===== config.mk =====
export PLATFORM = sky130hd
export DESIGN_NAME = hitMapTop
export DESIGN_NICKNAME = d
export VERILOG_FILES = /design/src/common/hitCtrlPkg.sv /design/src/common/hitMapPkg.sv /design/src/common/readTagIf.sv /design/src/common/memPortIf.sv /design/src/verilog/hitMapTop.sv /design/src/writeMerger/writeMerger.sv /design/src/readPipeline/readPipeline.sv /design/src/verilog/hitMapController.sv /design/src/verilog/rowMemory.sv
export SDC_FILE = /design/constraint.sdc
export NUM_CORES = 1
export LEC_CHECK = 0
export BUFFER_PORTS_ARGS = -buffer_cell sky130_fd_sc_hd__buf_2
export CORE_ASPECT_RATIO = 1.5
export CORE_MARGIN = 4
export CORE_UTILIZATION = 60
export DETAILED_ROUTE_END_ITERATION = 7
export PLACE_DENSITY = 0.77
export SYNTH_ARGS = -nofsm -noshare
export SYNTH_HDL_FRONTEND = slang
export SYNTH_HIERARCHICAL = 1
export SYNTH_SLANG_ARGS = --single-unit

===== constraint.sdc =====
create_clock -name clk -period 8.1 [get_ports clk]
set_input_delay 1.62 -clock clk [delete_from_list [all_inputs] [get_ports clk]]
set_output_delay 1.62 -clock clk [all_outputs]
set_load 0.01 [all_outputs]

===== src/common/hitCtrlPkg.sv =====
package hitCtrlPkg;

    // clear sequence run once after every reset
    typedef enum logic [1:0] {
        clearIdle,                                 // first cycle out of reset
        clearSweep,                                // writing zeros row by row
        clearSettle,                               // wait after the last row
        clearDone                                  // normal operation, ready high
    } clearStateT;

    // what a read coming back from memory is used for
    typedef enum logic [1:0] {
        kindBit,                                   // single bit lookup of an SSID
        kindRow,                                   // whole row dump
        kindMerge                                  // first half of a hit set
    } readKindT;

endpackage


===== src/common/hitMapPkg.sv =====
package hitMapPkg;

    // hit map geometry, a row of column bits per memory word
    localparam int NumRows  = 32;                  // memory rows
    localparam int NumCols  = 16;                  // hit bits per row
    localparam int RowBitsW = 5;                   // row index width
    localparam int ColBitsW = 4;                   // column index width

    // the row index sits in the upper SSID bits, the column in the lower ones
    typedef logic [RowBitsW-1:0] rowIndexT;        // selects one memory row
    typedef logic [ColBitsW-1:0] colIndexT;        // selects one bit within a row

    typedef logic [RowBitsW+ColBitsW-1:0] ssidT;   // superstrip id as {row, col}

    typedef logic [NumCols-1:0] rowBitsT;          // one full row of hit flags

endpackage

===== src/common/readTagIf.sv =====
`timescale 1ns/1ps

interface readTagIf import hitMapPkg::*, hitCtrlPkg::*; ();

    logic     push;                                // a read was issued at this edge
    readKindT kind;                                // how the returned row is used
    rowIndexT row;                                 // row that was read
    colIndexT col;                                 // column of interest, unused for row dumps

    // request side
    modport source (
        output push,
        output kind,
        output row,
        output col
    );

    // read pipeline side
    modport sink (
        input push,
        input kind,
        input row,
        input col
    );

endinterface


===== src/common/memPortIf.sv =====
`timescale 1ns/1ps

interface memPortIf import hitMapPkg::*; ();

    logic     writeEnable;                         // write strobe, one row per cycle
    rowIndexT writeAddr;                           // row being written
    rowBitsT  writeData;                           // full row contents to store
    rowIndexT readAddr;                            // row sampled by the read port
    rowBitsT  readData;                            // delayed read result

    // controller owns both addresses and the write data
    modport ctrl (
        output writeEnable,
        output writeAddr,
        output writeData,
        output readAddr
    );

    modport mem (
        input  writeEnable,
        input  writeAddr,
        input  writeData,
        input  readAddr,
        output readData
    );

    // read result consumer
    modport sink (
        input readData
    );

endinterface


===== src/verilog/hitMapTop.sv =====
`timescale 1ns/1ps

module hitMapTop import hitMapPkg::*; #(
    parameter int ReadLatency  = 2,                // memory read latency in cycles
    parameter int SettleCycles = 4                 // wait after the clear sweep
) (
    input  logic     clk,
    input  logic     reset,
    input  logic     write,
    input  ssidT     writeSsid,
    input  logic     read,
    input  ssidT     readSsid,
    input  logic     readRow,
    input  rowIndexT readRowIndex,
    output logic     ready,
    output logic     bitValid,
    output ssidT     bitSsid,
    output logic     bitValue,
    output logic     rowValid,
    output rowIndexT rowIndex,
    output rowBitsT  rowBits
);

    logic     returnValid;                         // pipeline to merger
    rowIndexT returnRow;
    colIndexT returnCol;
    rowBitsT  returnData;

    logic     mergeValid;                          // merger to controller
    rowIndexT mergeRow;
    rowBitsT  mergeData;

    memPortIf memBus ();
    readTagIf tagBus ();

    rowMemory #(
        .ReadLatency (ReadLatency)
    ) memory (
        .clk  (clk),
        .port (memBus)
    );

    hitMapController #(
        .SettleCycles (SettleCycles)
    ) controller (
        .clk          (clk),
        .reset        (reset),
        .write        (write),
        .writeSsid    (writeSsid),
        .read         (read),
        .readSsid     (readSsid),
        .readRow      (readRow),
        .readRowIndex (readRowIndex),
        .mergeValid   (mergeValid),
        .mergeRow     (mergeRow),
        .mergeData    (mergeData),
        .ready        (ready),
        .memPort      (memBus),
        .tag          (tagBus)
    );

    readPipeline #(
        .ReadLatency (ReadLatency)
    ) pipeline (
        .clk         (clk),
        .reset       (reset),
        .tag         (tagBus),
        .memPort     (memBus),
        .bitValid    (bitValid),
        .bitSsid     (bitSsid),
        .bitValue    (bitValue),
        .rowValid    (rowValid),
        .rowIndex    (rowIndex),
        .rowBits     (rowBits),
        .returnValid (returnValid),
        .returnRow   (returnRow),
        .returnCol   (returnCol),
        .returnData  (returnData)
    );

    writeMerger #(
        .ReadLatency (ReadLatency)
    ) merger (
        .clk         (clk),
        .reset       (reset),
        .returnValid (returnValid),
        .returnRow   (returnRow),
        .returnCol   (returnCol),
        .returnData  (returnData),
        .mergeValid  (mergeValid),
        .mergeRow    (mergeRow),
        .mergeData   (mergeData)
    );

endmodule


===== src/writeMerger/writeMerger.sv =====
`timescale 1ns/1ps

module writeMerger import hitMapPkg::*; #(
    parameter int ReadLatency = 2                  // sets how many write-backs can be in flight
) (
    input  logic     clk,
    input  logic     reset,
    input  logic     returnValid,                  // row read for a hit set is back
    input  rowIndexT returnRow,
    input  colIndexT returnCol,
    input  rowBitsT  returnData,
    output logic     mergeValid,                   // write-back strobe to the controller
    output rowIndexT mergeRow,
    output rowBitsT  mergeData
);

    // write-backs not yet seen by a read returning now
    localparam int Depth = ReadLatency + 1;

    logic     histValid [Depth];                   // index 0 is the newest
    rowIndexT histRow [Depth];
    rowBitsT  histData [Depth];

    rowBitsT baseRow;
    rowBitsT mergedRow;

    // pick newest pending copy of the row, memory data may be stale
    always_comb begin
        baseRow = returnData;
        for (int i = Depth - 1; i >= 0; i--) begin
            if (histValid[i] && (histRow[i] == returnRow)) begin
                baseRow = histData[i];             // later index overrides older entries
            end
        end
        mergedRow = baseRow | (rowBitsT'(1) << returnCol); // set the new hit
    end

    always_ff @(posedge clk) begin
        if (reset) begin
            mergeValid <= 1'b0;
            for (int i = 0; i < Depth; i++) begin
                histValid[i] <= 1'b0;
            end
        end else begin
            mergeValid <= returnValid;
            if (returnValid) begin
                histValid[0] <= 1'b1;
                for (int i = 1; i < Depth; i++) begin
                    histValid[i] <= histValid[i-1];
                end
            end
        end
    end

    // history only advances on a write-back
    always_ff @(posedge clk) begin
        if (returnValid) begin
            mergeRow    <= returnRow;
            mergeData   <= mergedRow;
            histRow[0]  <= returnRow;
            histData[0] <= mergedRow;
            for (int i = 1; i < Depth; i++) begin
                histRow[i]  <= histRow[i-1];
                histData[i] <= histData[i-1];
            end
        end
    end

endmodule


===== src/readPipeline/readPipeline.sv =====
`timescale 1ns/1ps

module readPipeline import hitMapPkg::*, hitCtrlPkg::*; #(
    parameter int ReadLatency = 2                  // memory data stages to match
) (
    input  logic     clk,
    input  logic     reset,
    readTagIf.sink   tag,
    memPortIf.sink   memPort,
    output logic     bitValid,                     // one-cycle strobe per bit read
    output ssidT     bitSsid,
    output logic     bitValue,
    output logic     rowValid,                     // one-cycle strobe per row read
    output rowIndexT rowIndex,
    output rowBitsT  rowBits,
    output logic     returnValid,                  // raw row for the merger, not registered
    output rowIndexT returnRow,
    output colIndexT returnCol,
    output rowBitsT  returnData
);

    localparam int Last = ReadLatency - 1;         // stage aligned with readData

    logic     stageValid [ReadLatency];
    readKindT stageKind [ReadLatency];
    rowIndexT stageRow [ReadLatency];
    colIndexT stageCol [ReadLatency];

    logic doneBit;
    logic doneRow;

    // valid bits, dropped on reset so in-flight reads vanish
    always_ff @(posedge clk) begin
        if (reset) begin
            for (int i = 0; i < ReadLatency; i++) begin
                stageValid[i] <= 1'b0;
            end
        end else begin
            stageValid[0] <= tag.push;
            for (int i = 1; i < ReadLatency; i++) begin
                stageValid[i] <= stageValid[i-1];
            end
        end
    end

    // tag payload moves in step with the memory data chain
    always_ff @(posedge clk) begin
        stageKind[0] <= tag.kind;
        stageRow[0]  <= tag.row;
        stageCol[0]  <= tag.col;
        for (int i = 1; i < ReadLatency; i++) begin
            stageKind[i] <= stageKind[i-1];
            stageRow[i]  <= stageRow[i-1];
            stageCol[i]  <= stageCol[i-1];
        end
    end

    assign doneBit = stageValid[Last] && (stageKind[Last] == kindBit);
    assign doneRow = stageValid[Last] && (stageKind[Last] == kindRow);

    always_ff @(posedge clk) begin
        if (reset) begin
            bitValid <= 1'b0;
            rowValid <= 1'b0;
        end else begin
            bitValid <= doneBit;
            rowValid <= doneRow;
        end
    end

    // result payload, held between strobes
    always_ff @(posedge clk) begin
        if (doneBit) begin
            bitSsid  <= {stageRow[Last], stageCol[Last]}; // rebuild the SSID
            bitValue <= memPort.readData[stageCol[Last]];
        end
        if (doneRow) begin
            rowIndex <= stageRow[Last];
            rowBits  <= memPort.readData;
        end
    end

    // merge reads go straight on, the merger registers them
    assign returnValid = stageValid[Last] && (stageKind[Last] == kindMerge);
    assign returnRow   = stageRow[Last];
    assign returnCol   = stageCol[Last];
    assign returnData  = memPort.readData;

endmodule


===== src/verilog/hitMapController.sv =====
`timescale 1ns/1ps

module hitMapController import hitMapPkg::*, hitCtrlPkg::*; #(
    parameter int SettleCycles = 4                 // idle cycles between sweep end and ready
) (
    input  logic     clk,
    input  logic     reset,
    input  logic     write,                        // set the hit bit of writeSsid
    input  ssidT     writeSsid,
    input  logic     read,                         // look up one bit
    input  ssidT     readSsid,
    input  logic     readRow,                      // dump a whole row
    input  rowIndexT readRowIndex,
    input  logic     mergeValid,                   // merged row ready for write back
    input  rowIndexT mergeRow,
    input  rowBitsT  mergeData,
    output logic     ready,
    memPortIf.ctrl   memPort,
    readTagIf.source tag
);

    localparam int SettleW = $clog2(SettleCycles + 1);

    clearStateT         state;
    rowIndexT           sweepRow;                  // next row to be zeroed
    logic [SettleW-1:0] settleCount;

    rowIndexT writeRowIdx;
    colIndexT writeColIdx;
    rowIndexT readRowIdx;
    colIndexT readColIdx;

    // SSID is {row, col}
    assign {writeRowIdx, writeColIdx} = writeSsid;
    assign {readRowIdx, readColIdx}   = readSsid;

    // clear sequence after reset
    always_ff @(posedge clk) begin
        if (reset) begin
            state       <= clearIdle;
            sweepRow    <= '0;
            settleCount <= '0;
        end else begin
            case (state)
                clearIdle: begin
                    state <= clearSweep;           // start the zero sweep
                end
                clearSweep: begin
                    sweepRow <= sweepRow + 1'b1;
                    if (sweepRow == rowIndexT'(NumRows - 1)) begin
                        state <= clearSettle;      // last row written this cycle
                    end
                end
                clearSettle: begin
                    settleCount <= settleCount + 1'b1;
                    if (settleCount == SettleW'(SettleCycles - 1)) begin
                        state <= clearDone;
                    end
                end
                default: begin
                    state <= clearDone;            // stay here until the next reset
                end
            endcase
        end
    end

    assign ready = (state == clearDone);           // never drops once cleared

    // write port: zeros during the sweep, merged rows otherwise
    always_comb begin
        if (state == clearSweep) begin
            memPort.writeEnable = 1'b1;
            memPort.writeAddr   = sweepRow;
            memPort.writeData   = '0;
        end else begin
            memPort.writeEnable = mergeValid;      // write back lands one edge after merge
            memPort.writeAddr   = mergeRow;
            memPort.writeData   = mergeData;
        end
    end

    // read address follows request priority, write then read then readRow
    always_comb begin
        if (write) begin
            memPort.readAddr = writeRowIdx;        // read half of the read-modify-write
        end else if (read) begin
            memPort.readAddr = readRowIdx;
        end else begin
            memPort.readAddr = readRowIndex;
        end
    end

    // tag marks the read sampled by memory at the same edge
    always_ff @(posedge clk) begin
        if (reset) begin
            tag.push <= 1'b0;
        end else begin
            tag.push <= ready && (write || read || readRow); // ignored until cleared
        end
    end

    always_ff @(posedge clk) begin
        if (write) begin
            tag.kind <= kindMerge;
            tag.row  <= writeRowIdx;
            tag.col  <= writeColIdx;
        end else if (read) begin
            tag.kind <= kindBit;
            tag.row  <= readRowIdx;
            tag.col  <= readColIdx;
        end else begin
            tag.kind <= kindRow;
            tag.row  <= readRowIndex;
            tag.col  <= '0;                        // no column for a row dump
        end
    end

endmodule


===== src/verilog/rowMemory.sv =====
`timescale 1ns/1ps

module rowMemory import hitMapPkg::*; #(
    parameter int ReadLatency = 2                  // data registers after the address register
) (
    input logic    clk,
    memPortIf.mem  port
);

    rowBitsT  storage [NumRows];                   // hit map rows
    rowIndexT addrReg;                             // sampled read address
    rowBitsT  dataPipe [ReadLatency];              // read data delay chain

    // write port, visible to any read whose address was sampled at this edge or later
    always_ff @(posedge clk) begin
        if (port.writeEnable) begin
            storage[port.writeAddr] <= port.writeData;
        end
    end

    // read port, address register then ReadLatency data stages
    always_ff @(posedge clk) begin
        addrReg     <= port.readAddr;              // sample the requested row
        dataPipe[0] <= storage[addrReg];           // array lookup lands here
        for (int i = 1; i < ReadLatency; i++) begin
            dataPipe[i] <= dataPipe[i-1];          // extra output stages
        end
    end

    assign port.readData = dataPipe[ReadLatency-1]; // valid ReadLatency edges after sampling

endmodule


# --- After elaboration in Yosys (flattened, before gate mapping) ---
# Memory sizes are Yosys's and may differ from the RTL's. A register that Yosys moved wholly into a read port is not among the register bits.
# Cells that the tools add are included.
word_totals:
  register_bits: 77
  ram_bits: 634
  inputBits: 28
  out_inout_bits: 34
  wordCells: 89
  mem_count: 9
classes:
  n_addsub: 2
  order_cmp: 1
  n_eq_ne: 12
  shifts: 1
  mux: 30
  bitwise_logic: 6
  reduce_logical: 12
mem_list:
  columns: ["name", "words", "word_bits", "read_ports", "rd_clocked_by_memory_dff", "wr", "line", "source"]
  rows:
  - ["memory.storage", 32, 16, 1, 1, 1, "rowMemory.sv:10", "rowBitsT storage [NumRows];"]
  - ["merger.histData", 3, 16, 3, 0, 3, "writeMerger.sv:22", "rowBitsT histData [Depth];"]
  - ["memory.dataPipe", 2, 16, 2, 0, 2, "rowMemory.sv:12", "rowBitsT dataPipe [ReadLatency];"]
  - ["merger.histRow", 3, 5, 3, 0, 3, "writeMerger.sv:21", "rowIndexT histRow [Depth];"]
  - ["pipeline.stageRow", 2, 5, 2, 0, 2, "readPipeline.sv:26", "rowIndexT stageRow [ReadLatency];"]
  - ["pipeline.stageCol", 2, 4, 2, 0, 2, "readPipeline.sv:27", "colIndexT stageCol [ReadLatency];"]
  - ["+3 memories", null, null, null, null, null, null, null]
ops:
  columns: ["cell", "n"]
  rows:
  - ["$mux W16", 4]
  - ["$mux W1", 17]
  - ["$or A16 B16 Y16", 1]
  - ["$shl A1 B4 Y16 const A", 1]
  - ["$eq A5 B5 Y1", 3]
  - ["$mux W5", 3]
  - ["$mux W4", 2]
  - ["$logic_and A1 B1 Y1", 7]
  - ["$eq A2 B2 Y1 const B", 3]
  - ["$pmux W2 S3", 1]
  - ["$add A5 B1 Y5 const B", 1]
  - ["$eq A5 B5 Y1 const B", 1]
  - ["$lt A4 B5 Y1 const B", 1]
  - ["$or A1 B1 Y1", 5]
  - ["$bmux W1 S4", 1]
  - ["$eq A2 B1 Y1 const B", 2]
  - ["$logic_not A2 Y1", 2]
  - ["$mux W2", 2]
  - ["$ne A2 B1 Y1 const B", 2]
  - ["$add A3 B1 Y3 const B", 1]
  - ["$eq A3 B2 Y1 const B", 1]
  - ["$logic_or A1 B1 Y1", 2]
  - ["$reduce_and A2 Y1", 1]

# --- Depth between registers and ports, before layout ---
# Gate-level depths: netlist (run 1).
# An unclocked memory read counts as a cell.
logic_depth:
  depth_word: 7
  ltp_mapped: 9
  ltp_nobuf: 5

# --- Hierarchy ---
# The synthesis (run 1) kept the hierarchy.
modules_own_cells:
  columns: ["mod", "n_inst", "cells_each", "area_per_inst_um2", "seq_area_each_um2"]
  rows:
  - ["rowMemory", 1, 1180, 21076.5, 16115.5]
  - ["writeMerger", 1, 195, 3031.7, 2001.9]
  - ["readPipeline", 1, 97, 1823.0, 1451.4]
  - ["hitMapController", 1, 106, 1012.2, 440.4]

# --- Least setup slack after synthesis (run 1) ---
# Ideal clock, no wire load.
synth_timing:
  kind: "register -> register"
  startpoint: "memory pipeline/stageKind[0][3] (netlist name)"
  endpoint: "memory merger.histValid[0][0], enable pin"
  setup_ps: 307
  t_arrival_ps: 3531
  required_ps: 7793
  slack_ps: 4261
  stages_incl_launch_ff: 4
  path_buffers: 0
  synth_period_minus_slack_ps: 3839
  path_cell_list: "dfxtp_1 nand2_1 nor2_1 or2_2"
synth_lines:
  columns: ["element", "line", "source"]
  rows:
  - ["start: declaration", "readPipeline.sv:25", "readKindT stageKind [ReadLatency];"]
  - ["end: declaration", "writeMerger.sv:20", "logic histValid [Depth];"]

# --- Final worst setup path (run 1) ---
layout_timing:
  startpoint: "register controller.state[1]"
  endpoint: "memory memory/storage[12][6] (netlist name), enable pin"
layout_between:
  elab_cells_between_ends: 5
  classes_between: "eq/ne: 1; mux: 4"
layout_lines:
  columns: ["element", "line", "source"]
  rows:
  - ["start: declaration", "hitMapController.sv:24", "clearStateT state;"]
  - ["start signal: assignment", "hitMapController.sv:40", "state <= clearIdle;"]
  - ["start signal: assignment", "hitMapController.sv:46", "state <= clearSweep;"]
  - ["start signal: assignment", "hitMapController.sv:51", "state <= clearSettle;"]
  - ["$eq A2 B1 Y1", "hitMapController.sv:71", "if (state == clearSweep) begin"]
  - ["$mux W5", "hitMapController.sv:71", null]
  - ["named net memBus.writeAddr[0]", "memPortIf.sv:6", "rowIndexT writeAddr;"]
  - ["end: declaration", "rowMemory.sv:10", null]
# The timed path passes the listed nets, and every way through them passes these cells.

==> metrics.txt, run 1 <==
# TYPE chip_impl_metric gauge
chip_impl_info{name="outcome",value="complete, no violations"} 1
chip_impl_metric{name="postLayoutSetupSlackWorst",unit="ps"} 4500
chip_impl_metric{name="clkLatencyLatePin",unit="ps"} 600
chip_impl_metric{name="die_x",unit="um"} 181
chip_impl_metric{name="die_h",unit="um"} 268
chip_impl_metric{name="max-clock-path-buffers",unit=""} 3
chip_impl_metric{name="report.final.hold_viol_count",unit=""} 0
chip_impl_info{name="worst_hold_path_ep",value="memory/dataPipe[0][24]$_DFF_P_"} 1
chip_impl_metric{name="cell_count_after_synthesis",unit=""} 1578
chip_impl_metric{name="antenna_found_initial",unit=""} 0
chip_impl_metric{name="placed_wire_length_estimate",unit="um"} 33100
chip_impl_metric{name="overall_die_area",unit="um^2"} 48400
chip_impl_info{name="timing.critical_path.from_type",value="register"} 1
chip_impl_metric{name="netlist.area_leader.share",unit=""} 0.679
chip_impl_metric{name="gr-total-overflow",unit=""} 0
chip_impl_metric{name="asyncSetResetFlopFracSynth",unit=""} 0
chip_impl_metric{name="critPathMaxFanout",unit=""} 27
chip_impl_metric{name="synthesis.area_per_instance",unit="um^2"} 17.1
chip_impl_metric{name="postRouteWirelength",unit="um"} 54500
chip_impl_metric{name="max-vdd-ir-drop",unit="V"} 0.000156
chip_impl_metric{name="finalSetupViolations",unit=""} 0
chip_impl_metric{name="min_period",unit="ps"} 3600
chip_impl_metric{name="cts_post_setup_buffers_inserted",unit=""} 0
chip_impl_info{name="critPathLaunch",value="controller/state[1]$_SDFFE_PP0P_"} 1
chip_impl_metric{name="postSynthRegisterBits",unit=""} 695
chip_impl_info{name="post-synth-top-area-cell",value="sky130_fd_sc_hd__edfxtp_1"} 1
chip_impl_metric{name="total_power_density_per_cell_area",unit="nW/um^2"} 249
chip_impl_metric{name="leakagePower",unit="nW"} 10.3
chip_impl_metric{name="slew_viol_final",unit=""} 0
chip_impl_metric{name="worst_r2r_path_cells",unit=""} 4
chip_impl_metric{name="setup-tns-final",unit="ps"} 0
chip_impl_metric{name="clock_sink_count",unit=""} 695
chip_impl_metric{name="vias_per_cell",unit=""} 6.11
chip_impl_metric{name="syn_to_final_growth",unit="%"} 8.63
chip_impl_metric{name="drc",unit=""} 0
chip_impl_metric{name="clk_pin_slew",unit="ps"} 70
chip_impl_metric{name="synth-edff-count",unit=""} 609
chip_impl_metric{name="synth-warning-count",unit=""} 6
chip_impl_info{name="setup.worst_path.end_class",value="register"} 1
chip_impl_metric{name="drt_iter0_markers",unit=""} 1334
chip_impl_metric{name="worst_pin_slew",unit="ps"} 1320
chip_impl_info{name="reg2reg_from",value="controller/state[1]$_SDFFE_PP0P_"} 1
chip_impl_info{name="netlist_top_cells_area",value="sky130_fd_sc_hd__edfxtp_1 68%, sky130_fd_sc_hd__mux2i_1 11%, sky130_fd_sc_hd__dfxtp_1 6.4%"} 1
chip_impl_metric{name="final.period_utilization",unit=""} 0.445
chip_impl_metric{name="nets",unit=""} 1638
chip_impl_metric{name="pre_cts_slack",unit="ps"} 4480
chip_impl_metric{name="htree_num_levels",unit=""} 2
chip_impl_metric{name="insertedDiodeCount",unit=""} 0
chip_impl_metric{name="core.rowCount",unit=""} 94
chip_impl_metric{name="reg2reg_setup_slack",unit="ps"} 4500
chip_impl_metric{name="detail_route.first_pass.iterations",unit=""} 7
chip_impl_info{name="worst_hold_path_type",value="register to register"} 1
chip_impl_info{name="tritoncts",value="done"} 1
chip_impl_metric{name="cell_variety_after_synth",unit=""} 44
chip_impl_metric{name="gp_congestion",unit=""} 0.844
chip_impl_metric{name="detail-route-antenna-nets",unit=""} 0
chip_impl_metric{name="finalNonFillerCells",unit=""} 2228
chip_impl_metric{name="slew_headroom",unit=""} 0.116
chip_impl_metric{name="synth.yosys.seq_area_share",unit=""} 0.743
chip_impl_metric{name="cts_repair_resize_count",unit=""} 0
chip_impl_info{name="min_from",value="memory/dataPipe[0][8]$_DFF_P_"} 1
chip_impl_metric{name="grt_max_degree",unit=""} 125
chip_impl_metric{name="drv_cap",unit=""} 0
chip_impl_metric{name="cts-buffers-inserted",unit=""} 58
chip_impl_metric{name="pin_count",unit=""} 62
chip_impl_info{name="grt_setup_unrepaired",value="no"} 1
chip_impl_metric{name="netlist_area_before_placement",unit="um^2"} 26900
chip_impl_info{name="critical_path_class",value="register to register"} 1
chip_impl_metric{name="worst-endpoint-arrival",unit="ps"} 3800
chip_impl_metric{name="holdPathStages",unit=""} 0
chip_impl_info{name="worst_flop_to_flop_path_endpoint",value="memory/storage[12][6]$_DFFE_PP_"} 1
chip_impl_info{name="synth_top_flop_cell",value="sky130_fd_sc_hd__edfxtp_1"} 1
chip_impl_metric{name="fmax",unit="MHz"} 278
chip_impl_metric{name="placed_area",unit="um^2"} 27300
chip_impl_metric{name="port-buffer-count",unit=""} 61
chip_impl_metric{name="worst-endpoint-required",unit="ps"} 8300
chip_impl_metric{name="initial_utilization",unit=""} 0.611
chip_impl_metric{name="cts_hold_repair.buffers",unit=""} 0
chip_impl_metric{name="core_area",unit="um^2"} 44100
chip_impl_metric{name="global_route_wire_length_before_repair",unit="um"} 82200
chip_impl_metric{name="vias",unit=""} 13600
chip_impl_metric{name="via_count_of_the_first_global_routing_pass",unit=""} 13900
chip_impl_metric{name="worst_clock_skew",unit="ps"} 17.4
chip_impl_metric{name="global_route.usage.total",unit=""} 0.223
chip_impl_metric{name="drive_gt1_frac",unit=""} 0.139
chip_impl_metric{name="routedWlPerCell",unit="um"} 24.5
chip_impl_metric{name="numPlacedInstances",unit=""} 2122
chip_impl_metric{name="synth_nets",unit=""} 1610
chip_impl_metric{name="finalInstanceArea",unit="um^2"} 29300
chip_impl_info{name="clock_tree.root_cell",value="sky130_fd_sc_hd__clkbuf_16"} 1
[layer usage]
metal	wire, um	GRT usage
met5	0	0
met4	3580	0.130
met3	3060	0.0289
met2	28100	0.394
met1	19800	0.265
[through the flow]
| stage | total power (W) | hold WS (ps) | util |
|---|---|---|---|
| finish | 0.00727 | 322 | 0.664 |
| floorplan | 0.00444 | 310 | - |
| detailed placement | 0.00452 | 312 | 0.619 |
| global placement | 0.00450 | 312 | 0.619 |
| CTS | 0.00732 | 328 | 0.663 |
| global route | 0.00751 | 328 | 0.664 |
[synthesized netlist by cell type, drive strengths merged (6+ instances only)]
cell,number
a21oi,35
a22o,36
a22oi,73
a31oi,16
a32oi,6
and2,20
buf,127
clkbuf,17
dfxtp,86
edfxtp,609
inv,17
mux2i,283
nand2,39
nand3,36
nand3b,6
nand4,16
nor2,45
nor2b,15
nor3,17
o21ai,7
o221ai,16
xor2,14
[state kept, by name, summed over array words and instances (netlist names), 8 cells and up, named ones only]
register,cells
merger/mergeData,15
pipeline/stageRow,10
pipeline/stageCol,8
pipeline/bitSsid,9
pipeline/rowBits,16
memory/storage,512
merger/histRow,11
memory/dataPipe,32
merger/histData,33
[cell type report]
type | count | area (um^2)
Sequential cell | 695 | 20000
Fill cell | 2850 | 14800
Multi-Input combinational cell | 722 | 5790
Clock buffer | 78 | 1690
Tap cell | 576 | 721
Timing Repair Buffer | 112 | 701
Clock inverter | 28 | 288
Inverter | 17 | 63.8
[worst max-delay path, cell delays in order (launching register included)]
cell and delay (ps):
sky130_fd_sc_hd__dfxtp_1 390, sky130_fd_sc_hd__nand2b_1 730, sky130_fd_sc_hd__mux2_2 440, sky130_fd_sc_hd__or3b_2 610, sky130_fd_sc_hd__nor2_1 1040
[worst max-delay path by stage]
stage / endpoint / slack, ps / depth (start not counted)
finish: memory/storage[12][6]$_DFFE_PP_ / 4500 / 4
global route: memory/storage[24][8]$_DFFE_PP_ / 4230 / 4
CTS: memory/storage[28][13]$_DFFE_PP_ / 4430 / 4
detailed placement: memory/storage[24][0]$_DFFE_PP_ / 4480 / 4
global placement: memory/storage[12][11]$_DFFE_PP_ / 4580 / 4
floorplan: merger/histValid[0][0]$_DFFE_PP_ / 4260 / 3
[cell usage in the layout (no fill, tap or decap), types with 7 or more instances in the layout]
cell / instances
sky130_fd_sc_hd__nor2_1: 41
sky130_fd_sc_hd__and2_1: 19
sky130_fd_sc_hd__nor3_1: 17
sky130_fd_sc_hd__clkbuf_1: 8
sky130_fd_sc_hd__nor2b_1: 13
sky130_fd_sc_hd__o21ai_0: 7
sky130_fd_sc_hd__nand3_1: 36
sky130_fd_sc_hd__o221ai_2: 10
sky130_fd_sc_hd__buf_4: 50
sky130_fd_sc_hd__dfxtp_1: 85
sky130_fd_sc_hd__a22oi_1: 73
sky130_fd_sc_hd__clkinv_2: 8
sky130_fd_sc_hd__a21oi_1: 35
sky130_fd_sc_hd__inv_1: 17
sky130_fd_sc_hd__nand4_1: 16
sky130_fd_sc_hd__mux2i_1: 283
sky130_fd_sc_hd__a22o_1: 36
sky130_fd_sc_hd__nand2_1: 39
sky130_fd_sc_hd__clkbuf_16: 62
sky130_fd_sc_hd__xor2_1: 14
sky130_fd_sc_hd__edfxtp_1: 609
sky130_fd_sc_hd__buf_2: 61
sky130_fd_sc_hd__a31oi_1: 16
sky130_fd_sc_hd__clkinv_1: 9
sky130_fd_sc_hd__clkbuf_8: 8
[report_power, final]
part / switching, W / internal, W
Combinational: 0.000279 / 0.000172
Clock: 0.00120 / 0.00163
Sequential: 0.0000516 / 0.00395
[logic make-up (layout without fill, tap and decap cells)]
logic type,after synthesis,after routing,share of synthesized area
simple gates,217,217,0.0412
flops,695,695,0.743
fa+ha+maj,4,4,0.00186
xor+xnor,18,18,0.00585
buf+inv,161,235,0.0437
mux,292,292,0.111
compound gates,191,191,0.0536
Note: power is estimated with default switching activity, not from simulation.
==> run 2, diff against run 1 <==
--- a/config.mk
+++ b/config.mk
@@ -8,9 +8,9 @@
 export BUFFER_PORTS_ARGS = -buffer_cell sky130_fd_sc_hd__buf_2
 export CORE_ASPECT_RATIO = 1.5
 export CORE_MARGIN = 4
-export CORE_UTILIZATION = 60
+export CORE_UTILIZATION = 56
 export DETAILED_ROUTE_END_ITERATION = 7
-export PLACE_DENSITY = 0.77
+export PLACE_DENSITY = 0.75
 export SYNTH_ARGS = -nofsm -noshare
 export SYNTH_HDL_FRONTEND = slang
 export SYNTH_HIERARCHICAL = 1
==> constraint.sdc (replaced) <==
create_clock -name clk -period 2.9 [get_ports clk]
set_input_delay 0.58 -clock clk [delete_from_list [all_inputs] [get_ports clk]]
set_output_delay 0.58 -clock clk [all_outputs]
set_load 0.01 [all_outputs]
==> run 2 against run 1 <==
Combinational power grew to 3.1 times the previous value. Fmax is 40% higher. Total power grew to 2.8 times the previous value. Via count is 2.9% higher. Largest cell class unchanged. Highest routed layer unchanged.
==> metrics.txt, run 2 (synthesized netlist as in run 1, its figures left out) <==
# TYPE chip_impl_metric gauge
chip_impl_info{name="outcome",value="complete, no violations"} 1
chip_impl_metric{name="nets",unit=""} 1678
chip_impl_metric{name="power.share.sequential",unit=""} 0.547
chip_impl_metric{name="initial_utilization",unit=""} 0.565
chip_impl_metric{name="worst-endpoint-required",unit="ps"} 3210
chip_impl_metric{name="grt_max_degree",unit=""} 65
chip_impl_info{name="critical_path_class",value="register to register"} 1
chip_impl_info{name="tritoncts",value="done"} 1
chip_impl_metric{name="pre_cts_slack",unit="ps"} 371
chip_impl_metric{name="setup-tns-final",unit="ps"} 0
chip_impl_metric{name="p_comb_frac",unit=""} 0.068
chip_impl_metric{name="gp_congestion",unit=""} 0.891
chip_impl_metric{name="insertedDiodeCount",unit=""} 0
chip_impl_metric{name="internal_power",unit="W"} 0.0159
chip_impl_metric{name="slew_headroom",unit=""} 0.375
chip_impl_metric{name="max-vdd-ir-drop",unit="V"} 0.000498
chip_impl_info{name="layout_common_cells",value="609 x sky130_fd_sc_hd__edfxtp_1, 283 x sky130_fd_sc_hd__mux2i_1, 85 x sky130_fd_sc_hd__dfxtp_1"} 1
chip_impl_metric{name="slew_viol_final",unit=""} 0
chip_impl_metric{name="detail-route-antenna-nets",unit=""} 0
chip_impl_metric{name="fmax",unit="MHz"} 389
chip_impl_info{name="clock_tree.root_cell",value="sky130_fd_sc_hd__clkbuf_16"} 1
chip_impl_metric{name="global_route.usage.total",unit=""} 0.232
chip_impl_metric{name="min_period",unit="ps"} 2570
chip_impl_metric{name="net_switching_power_figure",unit="W"} 0.00447
chip_impl_metric{name="pin_count",unit=""} 62
chip_impl_info{name="grt_setup_unrepaired",value="no"} 1
chip_impl_metric{name="vias_per_cell",unit=""} 6.11
chip_impl_metric{name="postLayoutSetupSlackWorst",unit="ps"} 332
chip_impl_metric{name="core_area",unit="um^2"} 47700
chip_impl_metric{name="final.period_utilization",unit=""} 0.886
chip_impl_metric{name="cts-buffers-inserted",unit=""} 61
chip_impl_info{name="worst_hold_path_type",value="input port to register"} 1
chip_impl_metric{name="routedWlPerCell",unit="um"} 26.8
chip_impl_metric{name="finalPower",unit="W"} 0.0204
chip_impl_metric{name="die_x",unit="um"} 187
chip_impl_info{name="reg_top3",value="memory/storage (512), merger/histData (33), memory/dataPipe (32)"} 1
chip_impl_metric{name="worst_pin_slew",unit="ps"} 933
chip_impl_metric{name="port-buffer-count",unit=""} 61
chip_impl_metric{name="clk_pin_slew",unit="ps"} 70
chip_impl_metric{name="postRouteWirelength",unit="um"} 61600
chip_impl_metric{name="max-clock-path-buffers",unit=""} 3
chip_impl_metric{name="overall_die_area",unit="um^2"} 51800
chip_impl_metric{name="syn_to_final_growth",unit="%"} 10.1
chip_impl_metric{name="net_switching_share_of_the_total_power",unit=""} 0.219
chip_impl_metric{name="worst-endpoint-arrival",unit="ps"} 2880
chip_impl_metric{name="via_count_of_the_first_global_routing_pass",unit=""} 14300
chip_impl_metric{name="num-fill-cells",unit=""} 3302
chip_impl_metric{name="core.rowCount",unit=""} 98
chip_impl_metric{name="clock_sink_count",unit=""} 695
chip_impl_info{name="min_from",value="readSsid[1]"} 1
chip_impl_metric{name="placed_wire_length_estimate",unit="um"} 39100
chip_impl_metric{name="worst_clock_skew",unit="ps"} 27.6
chip_impl_info{name="reg2reg_from",value="controller/state[1]$_SDFFE_PP0P_"} 1
chip_impl_metric{name="global_route_wire_length_before_repair",unit="um"} 89100
chip_impl_metric{name="largest_reg_flops",unit=""} 512
chip_impl_metric{name="report.final.hold_viol_count",unit=""} 0
chip_impl_metric{name="finalSetupViolations",unit=""} 0
chip_impl_metric{name="detail_route.first_pass.iterations",unit=""} 6
chip_impl_info{name="top_register",value="memory/storage"} 1
chip_impl_metric{name="cts_repair_resize_count",unit=""} 0
chip_impl_info{name="critPathLaunch",value="controller/state[1]$_SDFFE_PP0P_"} 1
chip_impl_metric{name="cts_hold_repair.buffers",unit=""} 0
chip_impl_metric{name="clkLatencyLatePin",unit="ps"} 620
chip_impl_metric{name="clkPwrFrac",unit=""} 0.385
chip_impl_metric{name="drv_cap",unit=""} 0
chip_impl_metric{name="drive_gt1_frac",unit=""} 0.156
chip_impl_metric{name="gr-total-overflow",unit=""} 0
chip_impl_metric{name="sequential_cell_area",unit="um^2"} 20000
chip_impl_metric{name="cts_post_setup_buffers_inserted",unit=""} 0
chip_impl_info{name="setup.worst_path.end_class",value="register"} 1
chip_impl_metric{name="drc",unit=""} 0
chip_impl_metric{name="total_power_density_per_cell_area",unit="nW/um^2"} 688
chip_impl_metric{name="antenna_found_initial",unit=""} 0
chip_impl_metric{name="finalInstanceArea",unit="um^2"} 29700
chip_impl_metric{name="critPathMaxFanout",unit=""} 8
chip_impl_metric{name="drt_iter0_markers",unit=""} 1484
chip_impl_metric{name="leakagePower",unit="nW"} 10.5
chip_impl_info{name="mostFrequentLayoutCell",value="sky130_fd_sc_hd__edfxtp_1"} 1
chip_impl_metric{name="vias",unit=""} 14000
chip_impl_info{name="timing.critical_path.from_type",value="register"} 1
chip_impl_metric{name="die_h",unit="um"} 277
chip_impl_metric{name="placed_area",unit="um^2"} 27700
chip_impl_metric{name="htree_num_levels",unit=""} 2
chip_impl_metric{name="multi_input_area",unit="um^2"} 5790
## run 2: cell count changes in the layout (fill, tap and decap cells not counted), sizes merged
cell      previous run  this run
clkbuf              78        67
buf                112       149
clkinvlp             1         3
clkinv              20        33
inv                 19        18
bufinv               5         6
## run 2: path summary, 6_finish.rpt
kind / endpoint / slack (ps) / depth (start not counted)
min reg2reg: pipeline/stageRow[0][3]$_DFF_P_ / 330 / 0
max reg2reg: memory/storage[28][0]$_DFFE_PP_ / 330 / 5
min: controller/tag.col[1]$_DFF_P_ / 200 / 2
max: memory/storage[28][0]$_DFFE_PP_ / 330 / 5
## run 2: power by group through the flow
stage	sequential (W)	clock, W	combinational [W]
after floorplan	0.0113	0	0.00113
after global placement	0.0114	0	0.00133
after detailed placement	0.0114	0	0.00135
after CTS	0.0112	0.00797	0.00137
after global routing	0.0112	0.00839	0.00144
final	0.0112	0.00785	0.00138
## run 2: layout make-up
class / count / share of cell area
Clock buffer: 67 / 0.0522
Inverter: 17 / 0.00215
Sequential cell: 695 / 0.675
Clock inverter: 43 / 0.0131
Timing Repair Buffer: 149 / 0.0372
Tap cell: 600 / 0.0253
Multi-Input combinational cell: 722 / 0.195
## run 2: metal layers
metal | wire [um] | share of wire | global-route usage
met1 | 21700 | 0.35 | 0.267
met2 | 31400 | 0.51 | 0.408
met3 | 3740 | 0.061 | 0.0267
met4 | 4700 | 0.076 | 0.154
met5 | 0 | 0 | 0
## run 2: critical path: stages, from the launching register on
cell and delay [ps]:
sky130_fd_sc_hd__dfxtp_1 400, sky130_fd_sc_hd__nand2b_1 300, sky130_fd_sc_hd__mux2_2 400, sky130_fd_sc_hd__or3b_2 670, sky130_fd_sc_hd__nor2_1 280, sky130_fd_sc_hd__buf_4 220
## run 2: through the flow
stage	util	cells	hold WS (ps)
after floorplan	-	1578	310
after global placement	0.581	2183	310
after detailed placement	0.581	2183	312
after CTS	0.622	2293	168
after global routing	0.622	2293	191
final	0.622	2293	195
